`src/common/ddr3_macros.svh`:
```
/* ddr3 model widths and latencies */
`ifndef DDR3_MACROS_SVH
`define DDR3_MACROS_SVH

// bits per beat on the data bus
`define DDR3_DQ_WIDTH 8
// bank address pins
`define DDR3_BA_WIDTH 3
// row and column share these address pins
`define DDR3_A_WIDTH 13
// low row bits kept by the small array
`define DDR3_ROW_KEEP 3
// column address bits
`define DDR3_COL_WIDTH 10

// latencies in clocks
`define DDR3_AL 0
`define DDR3_CL 5
`define DDR3_CWL 5
`define DDR3_RL (`DDR3_AL + `DDR3_CL)
`define DDR3_WL (`DDR3_AL + `DDR3_CWL)

// clocks per burst, two beats per clock
`define DDR3_BL8_PAIRS 4
`define DDR3_BC4_PAIRS 2
// a12 on read or write selects bl8 when high
`define DDR3_BURST_BIT 12

// beat pair index is the column without its lowest bit
`define DDR3_PAIR_WIDTH (`DDR3_COL_WIDTH - 1)
`define DDR3_INDEX_WIDTH (`DDR3_BA_WIDTH + `DDR3_ROW_KEEP + `DDR3_PAIR_WIDTH)

`endif

```
`src/common/ddr3_pkg.sv`:
```
/* ddr3 model shared types */
`include "ddr3_macros.svh"

package ddr3_pkg;

	// {cs_n, ras_n, cas_n, we_n}
	// only activate, read, write and nop are acted on
	typedef enum logic [3:0] {
		CMD_MRS       = 4'b0000,
		CMD_REFRESH   = 4'b0001,
		CMD_PRECHARGE = 4'b0010,
		CMD_ACTIVATE  = 4'b0011,
		CMD_WRITE     = 4'b0100,
		CMD_READ      = 4'b0101,
		CMD_ZQC       = 4'b0110,
		CMD_NOP       = 4'b0111,
		CMD_DES       = 4'b1000
	} ddr3_cmd_e;

	// one memory word address, seen two ways
	// f: bank, kept row bits, beat pair index
	// index: flat word number for the array
	typedef union packed {
		struct packed {
			logic [`DDR3_BA_WIDTH-1:0]   bank;
			logic [`DDR3_ROW_KEEP-1:0]   row;
			logic [`DDR3_PAIR_WIDTH-1:0] pair;
		} f;
		logic [`DDR3_INDEX_WIDTH-1:0] index;
	} mem_addr_t;

endpackage

```
`src/logic/burst_sequencer.sv`:
```
/* beat pair burst sequencer */
`timescale 1ns/1ps
`include "ddr3_macros.svh"

module burst_sequencer
	import ddr3_pkg::*;
(
	input  logic      clk,
	input  logic      reset_n,
	input  logic      start,
	input  logic      bl8,
	input  mem_addr_t base_addr,
	output logic      beat_active,
	output mem_addr_t beat_addr
);

	localparam int PAIR_W = `DDR3_PAIR_WIDTH;

	// pair states double as the pair count
	localparam logic [2:0] ST_PAIR0 = 3'd0;
	localparam logic [2:0] ST_PAIR1 = 3'd1;
	localparam logic [2:0] ST_PAIR2 = 3'd2;
	localparam logic [2:0] ST_PAIR3 = 3'd3;
	localparam logic [2:0] ST_IDLE  = 3'd4;

	logic [2:0] state;
	logic       bl8_q;
	mem_addr_t  base_q;
	logic [1:0] pair_cnt;
	logic       last_pair;
	logic       accept;

	assign pair_cnt = state[1:0];

	// bl8 ends on pair 3, bc4 on pair 1
	assign last_pair = (state != ST_IDLE) &&
		(pair_cnt == (bl8_q ? 2'(`DDR3_BL8_PAIRS - 1) : 2'(`DDR3_BC4_PAIRS - 1)));

	// a start is taken from idle or chained onto the last pair
	assign accept = start && ((state == ST_IDLE) || last_pair);

	always_ff @(posedge clk)
	begin
		if (!reset_n)
		begin
			state <= ST_IDLE;
		end
		else
		begin
			case (state)
				ST_IDLE:
				begin
					if (start)
					begin
						state <= ST_PAIR0;
					end
				end
				ST_PAIR0, ST_PAIR1, ST_PAIR2, ST_PAIR3:
				begin
					if (last_pair)
					begin
						// back to back burst, no gap
						state <= start ? ST_PAIR0 : ST_IDLE;
					end
					else
					begin
						state <= state + 3'd1;
					end
				end
				default:
				begin
					state <= ST_IDLE;
				end
			endcase
		end
	end

	// burst parameters held for the whole burst
	always_ff @(posedge clk)
	begin
		if (accept)
		begin
			bl8_q  <= bl8;
			base_q <= base_addr;
		end
	end

	assign beat_active = (state != ST_IDLE);

	// bank and row fixed, pair index steps once per clock
	always_comb
	begin
		beat_addr        = base_q;
		beat_addr.f.pair = base_q.f.pair + PAIR_W'(pair_cnt);
	end

	// commands closer than one burst apart
	a_start_window: assert property (@(posedge clk) disable iff (!reset_n)
		start |-> ((state == ST_IDLE) || last_pair));

endmodule

```
`config.mk`:
```
export PLATFORM = sky130hd
export DESIGN_NAME = burst_sequencer
export DESIGN_NICKNAME = d
export VERILOG_FILES = /design/src/common/ddr3_pkg.sv /design/src/logic/burst_sequencer.sv
export VERILOG_INCLUDE_DIRS = /design/src /design/src/common
export SDC_FILE = /design/constraint.sdc
export NUM_CORES = 1
export LEC_CHECK = 0
export BUFFER_PORTS_ARGS = -buffer_cell sky130_fd_sc_hd__buf_2
export CAP_MARGIN = 20
export CORE_MARGIN = 2
export CORE_UTILIZATION = 50
export DETAILED_ROUTE_END_ITERATION = 12
export PLACE_DENSITY = 0.89
export SLEW_MARGIN = 15
export SYNTH_ARGS = -nofsm -noshare
export SYNTH_HDL_FRONTEND = slang
export SYNTH_SLANG_ARGS = --single-unit
```
`constraint.sdc`:
```
create_clock -name clk -period 4.5 [get_ports clk]
set_input_delay 0.9 -clock clk [delete_from_list [all_inputs] [get_ports clk]]
set_output_delay 0.9 -clock clk [all_outputs]
set_load 0.005 [all_outputs]
```
# Word level (Yosys, flattened, before mapping)
# Index checks and enable logic that the tools add are counted.
[op_classes]
add_sub_neg = 2
eq_ne = 7
mux = 5
reduce_logical = 5
[ops]
columns = ["op", "n"]
rows = [
  ["9-bit by 2-bit adder with 9-bit output", 1],
  ["3-bit 2-to-1 mux", 3],
  ["3-bit by 2-bit == test with 1-bit output (second input constant)", 2],
  ["3-bit one-hot mux with 2 select lines", 1],
  ["4-bit OR reduction", 1],
  ["3-bit by 1-bit adder with 3-bit output (second input constant)", 1],
  ["3-bit by 1-bit == test with 1-bit output (second input constant)", 1],
  ["3-bit == test (second input constant)", 1],
  ["3-bit zero test", 1],
  ["3-bit inequality test (second input constant)", 1],
  ["2-bit == test", 1],
  ["1-bit logical AND", 2],
  ["2-bit 2-to-1 mux", 1],
  ["2-bit inequality test (second input constant)", 1],
  ["1-bit logical OR", 1],
]
[word_totals]
register_bits = 19
in_bits = 19
out_inout_bits = 16
word_cells = 22

# Longest topological paths before layout
# Gate-level depths: netlist of run 1.
[depth]
depth_word = 5
ltp_mapped = 5
mapped_depth_nobuf = 5

# Worst setup path before layout of run 1
# OpenSTA, ideal clock, no wires.
[synth_path]
path_kind = "input to register"
from = "input port start"
to = "register base_q[0] (netlist bit) (enable)"
setup_ns = 0.414
arrival_time_ns = 2.134
t_required_ns = 4.086
path_slack_ns = 1.952
stages = 1
n_path_buf = 0
path_cell_list = "a21boi_0"
[synth_between]
elab_chain_len = 1
[synth_rtl]
columns = ["element", "line", "rtl"]
rows = [
  ["start, declared", "burst_sequencer.sv:10", "input logic start,"],
  ["1-bit logical AND", "burst_sequencer.sv:40", "assign accept = start && ((state == ST_IDLE) || last_pair);"],
  ["end signal, assigned", "burst_sequencer.sv:84", "base_q <= base_addr;"],
  ["end, declared", "burst_sequencer.sv:28", "mem_addr_t base_q;"],
]
# No other way between the ends.
# A chain may end at the register's enable or synchronous reset.

==> run summary, run 1 <==
Buffers inserted to repair hold after CTS numbered 0. The global route total overflow came out at 0. The all-layer global routing usage came out at 13.93%. The run finished with clean final reports. The largest fanout on the critical path came out at 9. Yosys attributes the largest share of cell area to edfxtp_1 54%, dfxtp_1 6.8%, ha_1 5.7%, buf_4 5.1%, xor2_1 5.0%.

The worst reg-to-reg path cell count came out at 4. In this run the critical register-to-register path is launched from state[1]. The max-slew violation total from the final report was 0. Walking the worst path, the cells encountered are ha_1, fa_1, nand3_2, nor3_1, xor2_1, buf_2. The detail route stage leaves a number of antenna-violating nets equal to 0.

The routed wire length came out at 1369 um. The synthesized net count came out at 89. The synthesis warning total is 0. The sum of negative setup slack came out at 0 ps. The highest clock rate came out at 363.4 MHz. The estimated wirelength of the detail-placed design is 1102 um. The die span in y came out at 46.03 um. The worst setup path is captured at an output port.

The remaining design rule violation count is 0. For the worst setup path, the data required time is 3600 ps. The reported leakage power came out at 0.4613 nW. In this run the number of H-tree levels came out at 1. The TritonCTS clock tree is done. The number of buffers added by the clock tree synthesis step is 3.

The filler cells instantiated in the layout total 142. The post-synthesis async set-or-reset flop share is 0%. The average size of a mapped cell came out at 13.59 sq um. The sum of buffers and inverters on the critical path came out at 1. The met3 wire length is 40 um. The count of standard-cell rows is 15. The worst slew slack as a fraction of its limit came out at 80.47%. The max-cap violation count is 0. The number of cells on the worst hold path is 2.

The clock root buffer master is clkbuf_4. Clock-pin slew was measured on the worst setup and hold paths at 100 ps. The area share of the largest cell type after synthesis is 54.39%.

In this run the top signal layer used is met4. The antenna cell count is 0. The number of buffers on the longest clock path is 2. Setup repair after global routing left no endpoint under its margin. The path with the worst hold slack has its endpoint at state[0]. The number of sinks handled by clock tree synthesis is 19. The setup path with the least slack is of type reg2out. The area of the mapped netlist came out at 883.3 sq um. The gate count after technology mapping came out at 65.

The largest total area in the synthesized netlist belongs to edfxtp_1. The worst path in the final design needs a cycle of 2752 ps, including I/O delays and setup. The gate family responsible for the most delay along the worst path is flip-flops. The fraction of layout instances using a drive strength above 1 is 40.82%.

The average via count per standard cell came out at 5.017. For this run, the leading register cell type out of synthesis is edfxtp_1. The number of enable-type register cells in the synthesized netlist came out at 16.

The count of cell types in the netlist is 24. The number of antenna violations at the first check in global routing is 0. In this run, post-CTS repair resized a total of 0 instances. The share of the yosys chip area belonging to registers is 61.19%. The count of nets after finishing is 123.

The first global-routing pass estimated 2056 um of wire. The final hold violation count came to 0. The destination of the worst register-to-register timing path is bl8_q. The average wire per standard cell is 11.90 um.

Clock skew on the completed layout was measured at 6.720 ps. Counting flops and latches in the post-synthesis netlist gives 19. The first-pass detailed-route iteration total came out at 4. Setup violations remaining at the end of the flow were counted as 0. The worst endpoint data arrival time came out at 1850 ps. The number of post-CTS setup repair buffers came out at 0. The register-to-register setup slack came out at 2950 ps.

Among all stages on the critical path, the largest delay is contributed by dfxtp_1. The final critical-path share of the clock period is 61.15%. STA classifies the critical path startpoint as a register. The congestion estimate from routability-driven global placement came to 0.6927. IR analysis of the VDD net gives a maximum drop of 0.2085 mV.

After synthesis, the most frequently instantiated cells are 16 x edfxtp_1, 6 x buf_4, 5 x nand2_1, 5 x xor2_1, 4 x ha_1. The worst hold path begins at state[2]. The via count of the first global-routing pass came out at 538. Pin placement for this block handled 35 I/O pins. The transition time at the pin with the least slew margin came out at 290.8 ps. The min-delay analysis places its worst path in the category reg2reg. The initial utilization of the core area, before any placement, comes to 52.30%.

Detailed routing inserted a total of 577 vias. In this design, the stage delay of the slowest critical-path cell is 480 ps. Measured along the x axis, the die boundary spans 46.03 um. The power density relative to cell area came out at 337.0 nW/um^2. Entering global routing, the biggest net connects 17 pins.

The utilization of the core after routing came out at 62.96%. The clock latency on the worst-skew pair came out at 290 ps. The number of buffer cells added on primary ports came out at 34.

The area growth from synthesis to final layout came out at 20.40%. The total core area is 1689 sq um. The die covers 2119 sq um. The initial DRC count came out at 10. The wire length the detailed router placed on met1 is 514 um. The met2 layer wire length in the routed design came out at 797 um. In the post-synthesis netlist, the cell with the most instances is edfxtp_1.
metal layers:
metal	GRT usage, %	vias up
met4	8.571	0
li1	-	294
met5	0	-
met3	1.190	2
met2	25.00	15
met1	15.60	266
power by group:
group | leakage, nW | internal (mW) | switching, mW | total, mW
logic | 0.269 | 0.0284 | 0.0265 | 0.0549
clock network | 0.0150 | 0.0344 | 0.0482 | 0.0826
registers | 0.177 | 0.210 | 0.0110 | 0.221
how the worst max path moves through the flow:
stage	slack (ps)	startpoint	cells after the start	to
5_1_grt	1620	state[0]	6	beat_addr[8]
4_1_cts	1730	state[0]	6	beat_addr[8]
2_1_floorplan	1950	start	1	base_q[0]
3_3_place_gp	2100	state[0]	6	beat_addr[8]
3_5_place_dp	2060	state[0]	6	beat_addr[8]
6_report	1750	state[0]	6	beat_addr[8]
worst reg2reg max path, cell delays in order, from the launching register on:
cell and delay (ps):
dfxtp_1 400, xnor2_1 310, nand2_1 100, a21boi_1 180, buf_4 260
cell families (layout without fill, tap and decap cells):
| group | after synthesis | count (layout) | synth area share [%] |
|---|---|---|---|
| DFF | 19 | 19 | 61.19 |
| and+or+nand+nor | 18 | 18 | 11.33 |
| xor gates and xnor gates | 8 | 8 | 7.932 |
| buffers and inverters | 8 | 41 | 5.949 |
| AOI/OAI and AO/OA | 7 | 7 | 5.666 |
| adders and majority gates | 5 | 5 | 7.932 |
flip-flops by register name, summed over array words and instances (netlist names):
register,flops
base_q,15
bl8_q,1
state,3
layout by cell type, fill, tap and decap left out, drive strengths merged:
cell / netlist / layout
buf: 6 / 35
edfxtp: 16 / 16
nand2: 5 / 5
xor2: 5 / 5
ha: 4 / 4
clkbuf: 0 / 4
xnor2: 3 / 3
nor3: 3 / 3
dfxtp: 3 / 3
inv: 2 / 2
a21oi: 2 / 2
nand2b: 2 / 2
nor2: 2 / 2
nand3: 2 / 2
a21boi: 1 / 1
o21a: 1 / 1
nand4b: 1 / 1
o21ai: 1 / 1
and2: 1 / 1
and3: 1 / 1
and4b: 1 / 1
a211oi: 1 / 1
o31ai: 1 / 1
fa: 1 / 1
layout make-up:
| type | count | area (sq um) | share of cell area (%) |
|---|---|---|---|
| inverters | 2 | 7.507 | 0.7059 |
| flip-flops and latches | 19 | 540.5 | 50.82 |
| clock buffers | 4 | 26.28 | 2.471 |
| repair buffers | 35 | 177.7 | 16.71 |
| well taps | 17 | 21.27 | 2.000 |
| multi-input cells | 38 | 290.3 | 27.29 |
per-stage QoR:
stage | power, mW | setup slack [ps] | area (sq um) | hold WS, ps | instances
after floorplan | 0.2571 | 1952 | 883.3 | 591.7 | 65
after global placement | 0.2777 | 2096 | 1037 | 620.3 | 111
after detailed placement | 0.2807 | 2063 | 1037 | 652.6 | 111
after CTS | 0.3619 | 1726 | 1064 | 678.7 | 115
after global routing | 0.3768 | 1619 | 1064 | 747.6 | 115
final | 0.3584 | 1748 | 1064 | 677.0 | 115
Note: power is estimated with default switching activity, not from simulation.
==> run 2, diff against run 1 <==
--- a/config.mk
+++ b/config.mk
@@ -6,12 +6,13 @@
 export SDC_FILE = /design/constraint.sdc
 export NUM_CORES = 1
 export LEC_CHECK = 0
+export ABC_AREA = 1
 export BUFFER_PORTS_ARGS = -buffer_cell sky130_fd_sc_hd__buf_2
 export CAP_MARGIN = 20
 export CORE_MARGIN = 2
-export CORE_UTILIZATION = 50
+export CORE_UTILIZATION = 42
 export DETAILED_ROUTE_END_ITERATION = 12
-export PLACE_DENSITY = 0.89
+export PLACE_DENSITY = 0.8
 export SLEW_MARGIN = 15
 export SYNTH_ARGS = -nofsm -noshare
 export SYNTH_HDL_FRONTEND = slang
==> constraint.sdc (replaced) <==
create_clock -name clk -period 2.5 [get_ports clk]
set_input_delay 0.5 -clock clk [delete_from_list [all_inputs] [get_ports clk]]
set_output_delay 0.5 -clock clk [all_outputs]
set_load 0.005 [all_outputs]
==> run summary, run 2 <==
The power dissipated by switching net loads came out at 204.8 uW (was 85.80 uW). Commonest cells in the netlist: 16 x edfxtp_1, 16 x nand2_1, 8 x inv_1 (was 16 x edfxtp_1, 6 x buf_4, 5 x nand2_1, 5 x xor2_1, 4 x ha_1). Commonest cells after routing, fill and taps aside: 34 x buf_2, 16 x nand2_1, 16 x edfxtp_1 (was 34 x buf_2, 16 x edfxtp_1, 5 x nand2_1, 5 x xor2_1, 4 x ha_1). The number of flip-flops under the largest register name was 15 (unchanged). The post-synthesis async set-or-reset flop share came to 0% (unchanged). Largest registers: base_q: 15 flops, state: 3 flops, bl8_q: 1 flops (unchanged).

The met2 layer wire length in the routed design came out at 765 um (was 797 um). The type of destination of the critical path is an output port (unchanged). The remaining design rule violation count is 0 (unchanged). The number of buffers on the longest clock path came out at 2 (unchanged). The clock period could shrink to 2276 ps. The largest stage delay on the critical path was 420 ps (was 480 ps). The global route total overflow came to 0 (unchanged). The reported leakage power came to 0.4923 nW (was 0.4613 nW). The gate family responsible for the most delay along the worst path is adder cells (was flip-flops). The count of cell types in the netlist is 15 (was 24).

The gate count after technology mapping is 77 (was 65). The remaining antenna violation count is 0 (unchanged). The count of vias placed by the detailed router is 613 (was 577). The number of sinks handled by clock tree synthesis was 19 (unchanged).

The clock power share came out at 18.9% (was 23.1%). The predominant post-synthesis flop cell was edfxtp_1 (unchanged). The highest clock rate came out at 439.4 MHz. The largest fanout on the critical path is 5 (was 9). The transition time at the pin with the least slew margin came out at 276.5 ps (was 290.8 ps). The met3 wire length came to 108 um (was 40 um).

The number of antenna violations at the first check in global routing came to 0 (unchanged). The leading cell type in the layout, fill and taps excluded was buf_2 (unchanged). The maximum ir drop on the vdd rail came to 0.4258 mV (was 0.2085 mV). The max-slew violation total from the final report is 0 (unchanged).

The routed wire length is 1437 um (was 1369 um). The fraction of layout instances using a drive strength above 1 came out at 37.27% (was 40.82%). The setup-violating endpoint count in the final report came to 0 (unchanged). The total core area is 1982 sq um (was 1689 sq um).

The worst-case setup slack after placement was 514.8 ps (was 2063 ps). The startpoint of the most critical register-to-register path is state[1] (unchanged). The number of enable-type register cells in the synthesized netlist is 16 (unchanged).

The clock root buffer master is clkbuf_4 (unchanged). Run status: finished clean (unchanged). The destination of the worst register-to-register timing path is bl8_q (unchanged). The max-cap violation count came out at 0 (unchanged). The number of inserted filler cells in the final layout came out at 174 (was 142). The count of nets after finishing came to 135 (was 123). The worst endpoint data arrival time came out at 1780 ps (was 1850 ps). The classification of the worst setup path is reg2out (unchanged). The count of boundary I/O pins is 35 (unchanged). The clock-pin slew reported for the worst setup and hold paths after clock tree synthesis came out at 100 ps (about the same). The average size of a mapped cell came out at 11.62 sq um (was 13.59 sq um). The number of buffers added by the clock tree synthesis step came out at 3 (unchanged). The worst hold path startpoint is base_addr[9] (was state[2]).

The share of the yosys chip area belonging to registers is 60.42% (was 61.19%). The chip width was 50.15 um (was 46.03 um). The average via count per standard cell came to 4.474 (was 5.017). The sum of negative setup slack came out at 0 ps (unchanged). The clock tree skew after final layout is 2.742 ps (was 6.720 ps). The hold buffer count at CTS came out at 0 (unchanged). The initial DRC count came out at 6 (was 10). Synth top area cells: edfxtp_1 54%, dfxtp_1 6.7%, nand2_1 6.7%, ha_1 5.6%, buf_4 5.0% (was edfxtp_1 54%, dfxtp_1 6.8%, ha_1 5.7%, buf_4 5.1%, xor2_1 5.0%).

The utilization of the core after routing came out at 54.86% (was 62.96%). The startpoint of the worst setup timing path is state[0] (unchanged). The clock latency on the worst-skew pair is 280 ps (was 290 ps). The wire length of the first global-routing pass came out at 2511 um (was 2056 um).

The register with the highest flop count is base_q (unchanged). The cell taking the most area after synthesis was edfxtp_1 (unchanged). The wire length the detailed router placed on met1 came to 539 um (was 514 um).

The all-layer global routing usage is 13.41% (was 13.93%). The number of post-CTS setup repair buffers came out at 0 (unchanged). The termination of the worst setup path is beat_addr[8] (unchanged). The total power came to 749.6 uW (was 358.4 uW).

The switching part of the total came out at 27.33% (was 23.94%). The data required time at the worst endpoint came out at 2000 ps (was 3600 ps). The first-pass detailed-route iteration total is 4 (unchanged). The largest net degree at the start of global routing is 17 (unchanged). The filler-free cell count of the finished design is 137 (was 115).

Critical path cell sequence: ha_1, fa_1, nand3_2, nor2_2, nand3_2, xnor2_1, buf_2 (was ha_1, fa_1, nand3_2, nor3_1, xor2_1, buf_2). The synthesized net count came out at 101 (was 89). The sum of buffers and inverters on the critical path is 1 (unchanged). The worst slew slack as a fraction of its limit was 81.54% (was 80.47%). Of the available clock period, the critical path in the final layout requires 91.03%. The estimated wirelength of the detail-placed design came out at 1214 um (was 1102 um). The area share of the largest cell type after synthesis came out at 53.71% (was 54.39%).

The via count of the first global-routing pass came out at 622 (was 538). The internal power contribution is 544.8 uW (was 272.6 uW). The antenna cell count is 0 (unchanged). The worst min-delay path category is in2reg (was reg2reg). The TritonCTS clock tree was done (unchanged). The uppermost layer routed is met4 (unchanged).

In this design, the critical path's most frequently occurring cell is nand3_2. The critical path startpoint category is a register (unchanged). The synthesized flop and latch total is 19 (unchanged). The die span in y came out at 50.15 um (was 46.03 um). The worst reg-to-reg path cell count is 5 (was 4). The effective utilization at floorplan was 45.14% (was 52.30%). The maximum level of the CTS H-tree came out at 1 (unchanged).

The cell count along the critical path came out at 7 (was 6). The power density relative to cell area came out at 689.4 nW/um^2 (was 337.0 nW/um^2). The weighted congestion reported at the end of routability-driven placement is 0.7128 (was 0.6927). The post-placement cell count is 133 (was 111). The area growth from synthesis to final layout was 21.54% (was 20.40%).

The part of the power in combinational logic came out at 23.2% (was 15.3%). The synthesis warning total is 0 (unchanged). The final hold violation count is 0 (unchanged).

The final worst setup slack came out at 224.2 ps (was 1748 ps). The worst-path cell with the longest stage delay is fa_1 (was dfxtp_1). The number of buffer cells added on primary ports came out at 34 (unchanged). The share of power burned in registers is 57.9% (was 61.6%). The register-to-register setup slack is 1010 ps (was 2950 ps). RSZ-0062 raised after global routing: no (unchanged).

The area of the mapped netlist was 894.6 sq um (was 883.3 sq um). The count of instances resized after the clock tree is built was 0 (unchanged). The average wire per standard cell came to 10.49 um (was 11.90 um).

The count of standard-cell rows is 16 (was 15). The area of the die came to 2515 sq um (was 2119 sq um).
run 2: cells by family (layout without fill, tap and decap cells):
logic type | Yosys count | count (layout) | synth area share, %
AO/OA/AOI/OAI | 4 | 4 | 2.237
XOR/XNOR | 7 | 7 | 6.853
adder cells (fa/ha/maj) | 5 | 5 | 7.832
buffers and inverters | 14 | 47 | 8.391
flip-flops | 19 | 19 | 60.42
AND/OR/NAND/NOR | 28 | 28 | 14.27
run 2: cell type report:
| class | instances | area [sq um] | area share [%] |
|---|---|---|---|
| sequential | 19 | 540.5 | 49.71 |
| multi-input combinational | 44 | 279.0 | 25.66 |
| timing repair buffer | 35 | 177.7 | 16.34 |
| tap | 27 | 33.78 | 3.107 |
| inverter | 8 | 30.03 | 2.762 |
| clock buffer | 4 | 26.28 | 2.417 |
run 2: power groups by stage:
stage	clock network, mW	logic (mW)	registers, mW
2_1_floorplan	0	0.113	0.435
3_3_place_gp	0	0.172	0.438
3_5_place_dp	0	0.178	0.441
4_1_cts	0.148	0.179	0.434
5_1_grt	0.161	0.201	0.442
6_report	0.141	0.174	0.434
run 2: worst min-delay path by stage:
stage / endpoint / slack, ps / cells past startpoint
floorplan: state[0] / 430 / 1
global placement: state[0] / 450 / 1
detailed placement: state[0] / 450 / 1
CTS: base_q[2] / 380 / 1
global route: base_q[14] / 360 / 1
finish: base_q[9] / 390 / 1
run 2: stage by stage:
step	hold WS, ps	cell area, sq um
2_1_floorplan	426.8	894.6
3_3_place_gp	446.3	1061
3_5_place_dp	454.6	1061
4_1_cts	379.5	1087
5_1_grt	363.4	1087
6_report	389.0	1087
run 2: per-layer routing:
metal,track usage (%),vias up
li1,-,318
met1,12.01,270
met4,7.407,0
met2,25.44,21
met3,4.762,4
met5,0,-
==> run 3, diff against run 2 <==
--- a/config.mk
+++ b/config.mk
@@ -6,10 +6,9 @@
 export SDC_FILE = /design/constraint.sdc
 export NUM_CORES = 1
 export LEC_CHECK = 0
-export ABC_AREA = 1
 export BUFFER_PORTS_ARGS = -buffer_cell sky130_fd_sc_hd__buf_2
 export CAP_MARGIN = 20
-export CORE_MARGIN = 2
+export CORE_MARGIN = 4
 export CORE_UTILIZATION = 42
 export DETAILED_ROUTE_END_ITERATION = 12
 export PLACE_DENSITY = 0.8
==> run summary, run 3 (same netlist as run 1, synthesis figures left out) <==
Run status: finished clean (unchanged). The weighted congestion reported at the end of routability-driven placement is 0.6636 (was 0.7128). The largest stage delay on the critical path is 420 ps (about the same). The part of the power in combinational logic came out at 15.4% (was 23.2%).

The largest fanout on the critical path came out at 9 (was 5). The global route total overflow came out at 0 (unchanged). The maximum ir drop on the vdd rail came to 0.4234 mV (was 0.4258 mV).

The clock tree skew after final layout came out at 3.584 ps (was 2.742 ps). The utilization of the core after routing came out at 54.42% (was 54.86%). The destination of the worst register-to-register timing path is base_q[13] (was bl8_q).

The area of placed instances is 1050 sq um (was 1061 sq um). The count of nets after finishing came out at 123 (was 135). The effective utilization at floorplan is 44.57% (was 45.14%).

The setup-violating endpoint count in the final report came out at 0 (unchanged). The time the worst path needs with I/O delays and setup came out at 2280 ps (was 2276 ps). The power dissipated by switching net loads is 163.8 uW (was 204.8 uW).

The worst reg-to-reg path cell count is 4 (was 5). The max-cap violation count came to 0 (unchanged). The max-slew violation total from the final report came out at 0 (unchanged). The area of the die is 2901 sq um (was 2515 sq um). The final instance area is 1079 sq um (was 1087 sq um). The chip width came out at 53.86 um (was 50.15 um). The worst-path cell with the longest stage delay is dfxtp_2 (was fa_1). The final hold violation count is 0 (unchanged). The classification of the worst setup path is reg2out (unchanged). The gate family responsible for the most delay along the worst path is adder cells (unchanged). The switching part of the total came out at 25.10% (was 27.33%). The antenna cell count came out at 0 (unchanged).

The clock-pin slew reported for the worst setup and hold paths after clock tree synthesis is 110 ps (was 100 ps). The count of boundary I/O pins is 35 (unchanged). Critical path cell sequence: ha_1, fa_1, nand3_2, nor3_1, xor2_1, buf_2 (was ha_1, fa_1, nand3_2, nor2_2, nand3_2, xnor2_1, buf_2). The share of power burned in registers came out at 60.9% (was 57.9%). The worst hold path startpoint is base_addr[12] (was base_addr[9]). The die span in y is 53.86 um (was 50.15 um).

The final critical-path share of the clock period is 91.19% (was 91.03%). The worst slack on hold paths is 367.9 ps (was 389.0 ps). Commonest cells after routing, fill and taps aside: 34 x buf_2, 16 x edfxtp_1, 5 x nand2_1, 5 x xor2_1, 4 x ha_1 (was 34 x buf_2, 16 x nand2_1, 16 x edfxtp_1). The total power came out at 652.6 uW (was 749.6 uW). The sum of buffers and inverters on the critical path came out at 1 (unchanged). The count of standard-cell rows was 16 (unchanged). The number of inserted filler cells in the final layout came out at 171 (was 174). The critical path startpoint category is a register (unchanged). The estimated wirelength of the detail-placed design was 1164 um (was 1214 um). The worst endpoint data arrival time is 1780 ps (about the same). The remaining antenna violation count was 0 (unchanged). The worst slew slack as a fraction of its limit is 79.38% (was 81.54%). The total core area came out at 1982 sq um (unchanged). The largest net degree at the start of global routing came to 17 (unchanged). The internal power contribution is 488.8 uW (was 544.8 uW). The register-to-register setup slack came out at 990 ps (was 1010 ps).

The first-pass detailed-route iteration total came out at 3 (was 4). The clock latency on the worst-skew pair came out at 300 ps (was 280 ps). The final worst setup slack is 220.2 ps (was 224.2 ps). The count of vias placed by the detailed router came out at 580 (was 613).

The number of flip-flops under the largest register name is 15 (unchanged). The area growth from synthesis to final layout came out at 22.10% (was 21.54%). The maximum level of the CTS H-tree is 1 (unchanged). The initial DRC count came out at 8 (was 6). The post-placement cell count is 121 (was 133). The sum of negative setup slack came out at 0 ps (unchanged). The data required time at the worst endpoint is 2000 ps (about the same). RSZ-0062 raised after global routing: no (unchanged).

Largest registers: base_q: 15 flops, state: 3 flops, bl8_q: 1 flops (unchanged). The end of the worst hold path is base_q[12] (was base_q[9]). The clock power share is 23.6% (was 18.9%). The type of destination of the critical path is an output port (unchanged). The number of buffer cells added on primary ports came out at 34 (unchanged). The number of cells on the worst hold path came out at 1 (unchanged).

The remaining design rule violation count is 0 (unchanged). The number of buffers on the longest clock path came out at 2 (unchanged). The number of buffers added by the clock tree synthesis step came to 3 (unchanged).

The via count of the first global-routing pass is 642 (was 622). The all-layer global routing usage is 12.56% (was 13.41%). The fraction of layout instances using a drive strength above 1 is 42.86% (was 37.27%). The startpoint of the most critical register-to-register path was state[1] (unchanged). The leading cell type in the layout, fill and taps excluded is buf_2 (unchanged). The average via count per standard cell came out at 4.640 (was 4.474). The highest clock rate came out at 438.6 MHz (was 439.4 MHz). The filler-free cell count of the finished design came out at 125 (was 137).

The number of sinks handled by clock tree synthesis came to 19 (unchanged). The worst-case setup slack after placement is 441.1 ps (was 514.8 ps). The worst min-delay path category was in2reg (unchanged).

The hold buffer count at CTS is 0 (unchanged). The power density relative to cell area came to 605.1 nW/um^2 (was 689.4 nW/um^2). The average wire per standard cell came out at 11.73 um (was 10.49 um).

The routed wire length came out at 1466 um (was 1437 um). The TritonCTS clock tree is done (unchanged). The register with the highest flop count was base_q (unchanged). The clock root buffer master was clkbuf_4 (unchanged). The number of antenna violations at the first check in global routing was 0 (unchanged). The reported leakage power came out at 0.4645 nW (was 0.4923 nW). The transition time at the pin with the least slew margin came out at 307.1 ps (was 276.5 ps). The wire length of the first global-routing pass is 2525 um (was 2511 um).
run 3: worst max-delay path by stage:
stage,from,to,depth (start not counted)
detailed placement,state[0],beat_addr[8],6
floorplan,state[1],base_q[0],3
global route,state[0],beat_addr[8],6
CTS,state[0],beat_addr[8],6
global placement,state[0],beat_addr[8],6
finish,state[0],beat_addr[8],6
run 3: repair_timing:
| action | in CTS | in global routing |
|---|---|---|
| setup endpoints to repair | 0 | 1 |
| setup buffers | 0 | 0 |
| gates resized for setup | 0 | 1 |
run 3: final cells by class:
cell class	count	area, sq um	share of cell area [%]
sequential	19	541.8	50.23
multi-input combinational	38	290.3	26.91
inverter	2	7.507	0.6961
timing repair buffer	35	177.7	16.47
clock inverter	1	5.005	0.4640
tap	27	33.78	3.132
clock buffer	3	22.52	2.088
run 3: per-layer routing:
layer / GRT usage [%] / vias up / wire [um]
li1: - / 290 / -
met1: 12.06 / 258 / 531
met2: 20.56 / 26 / 694
met3: 5.817 / 6 / 185
met4: 9.787 / 0 / 55
met5: 0 / - / 0
run 3: power by group through the flow:
stage	clock network [mW]	registers, mW	logic [mW]
floorplan	0	0.402	0.0611
global placement	0	0.403	0.0999
detailed placement	0	0.405	0.103
CTS	0.160	0.398	0.103
global route	0.173	0.402	0.114
finish	0.154	0.398	0.101
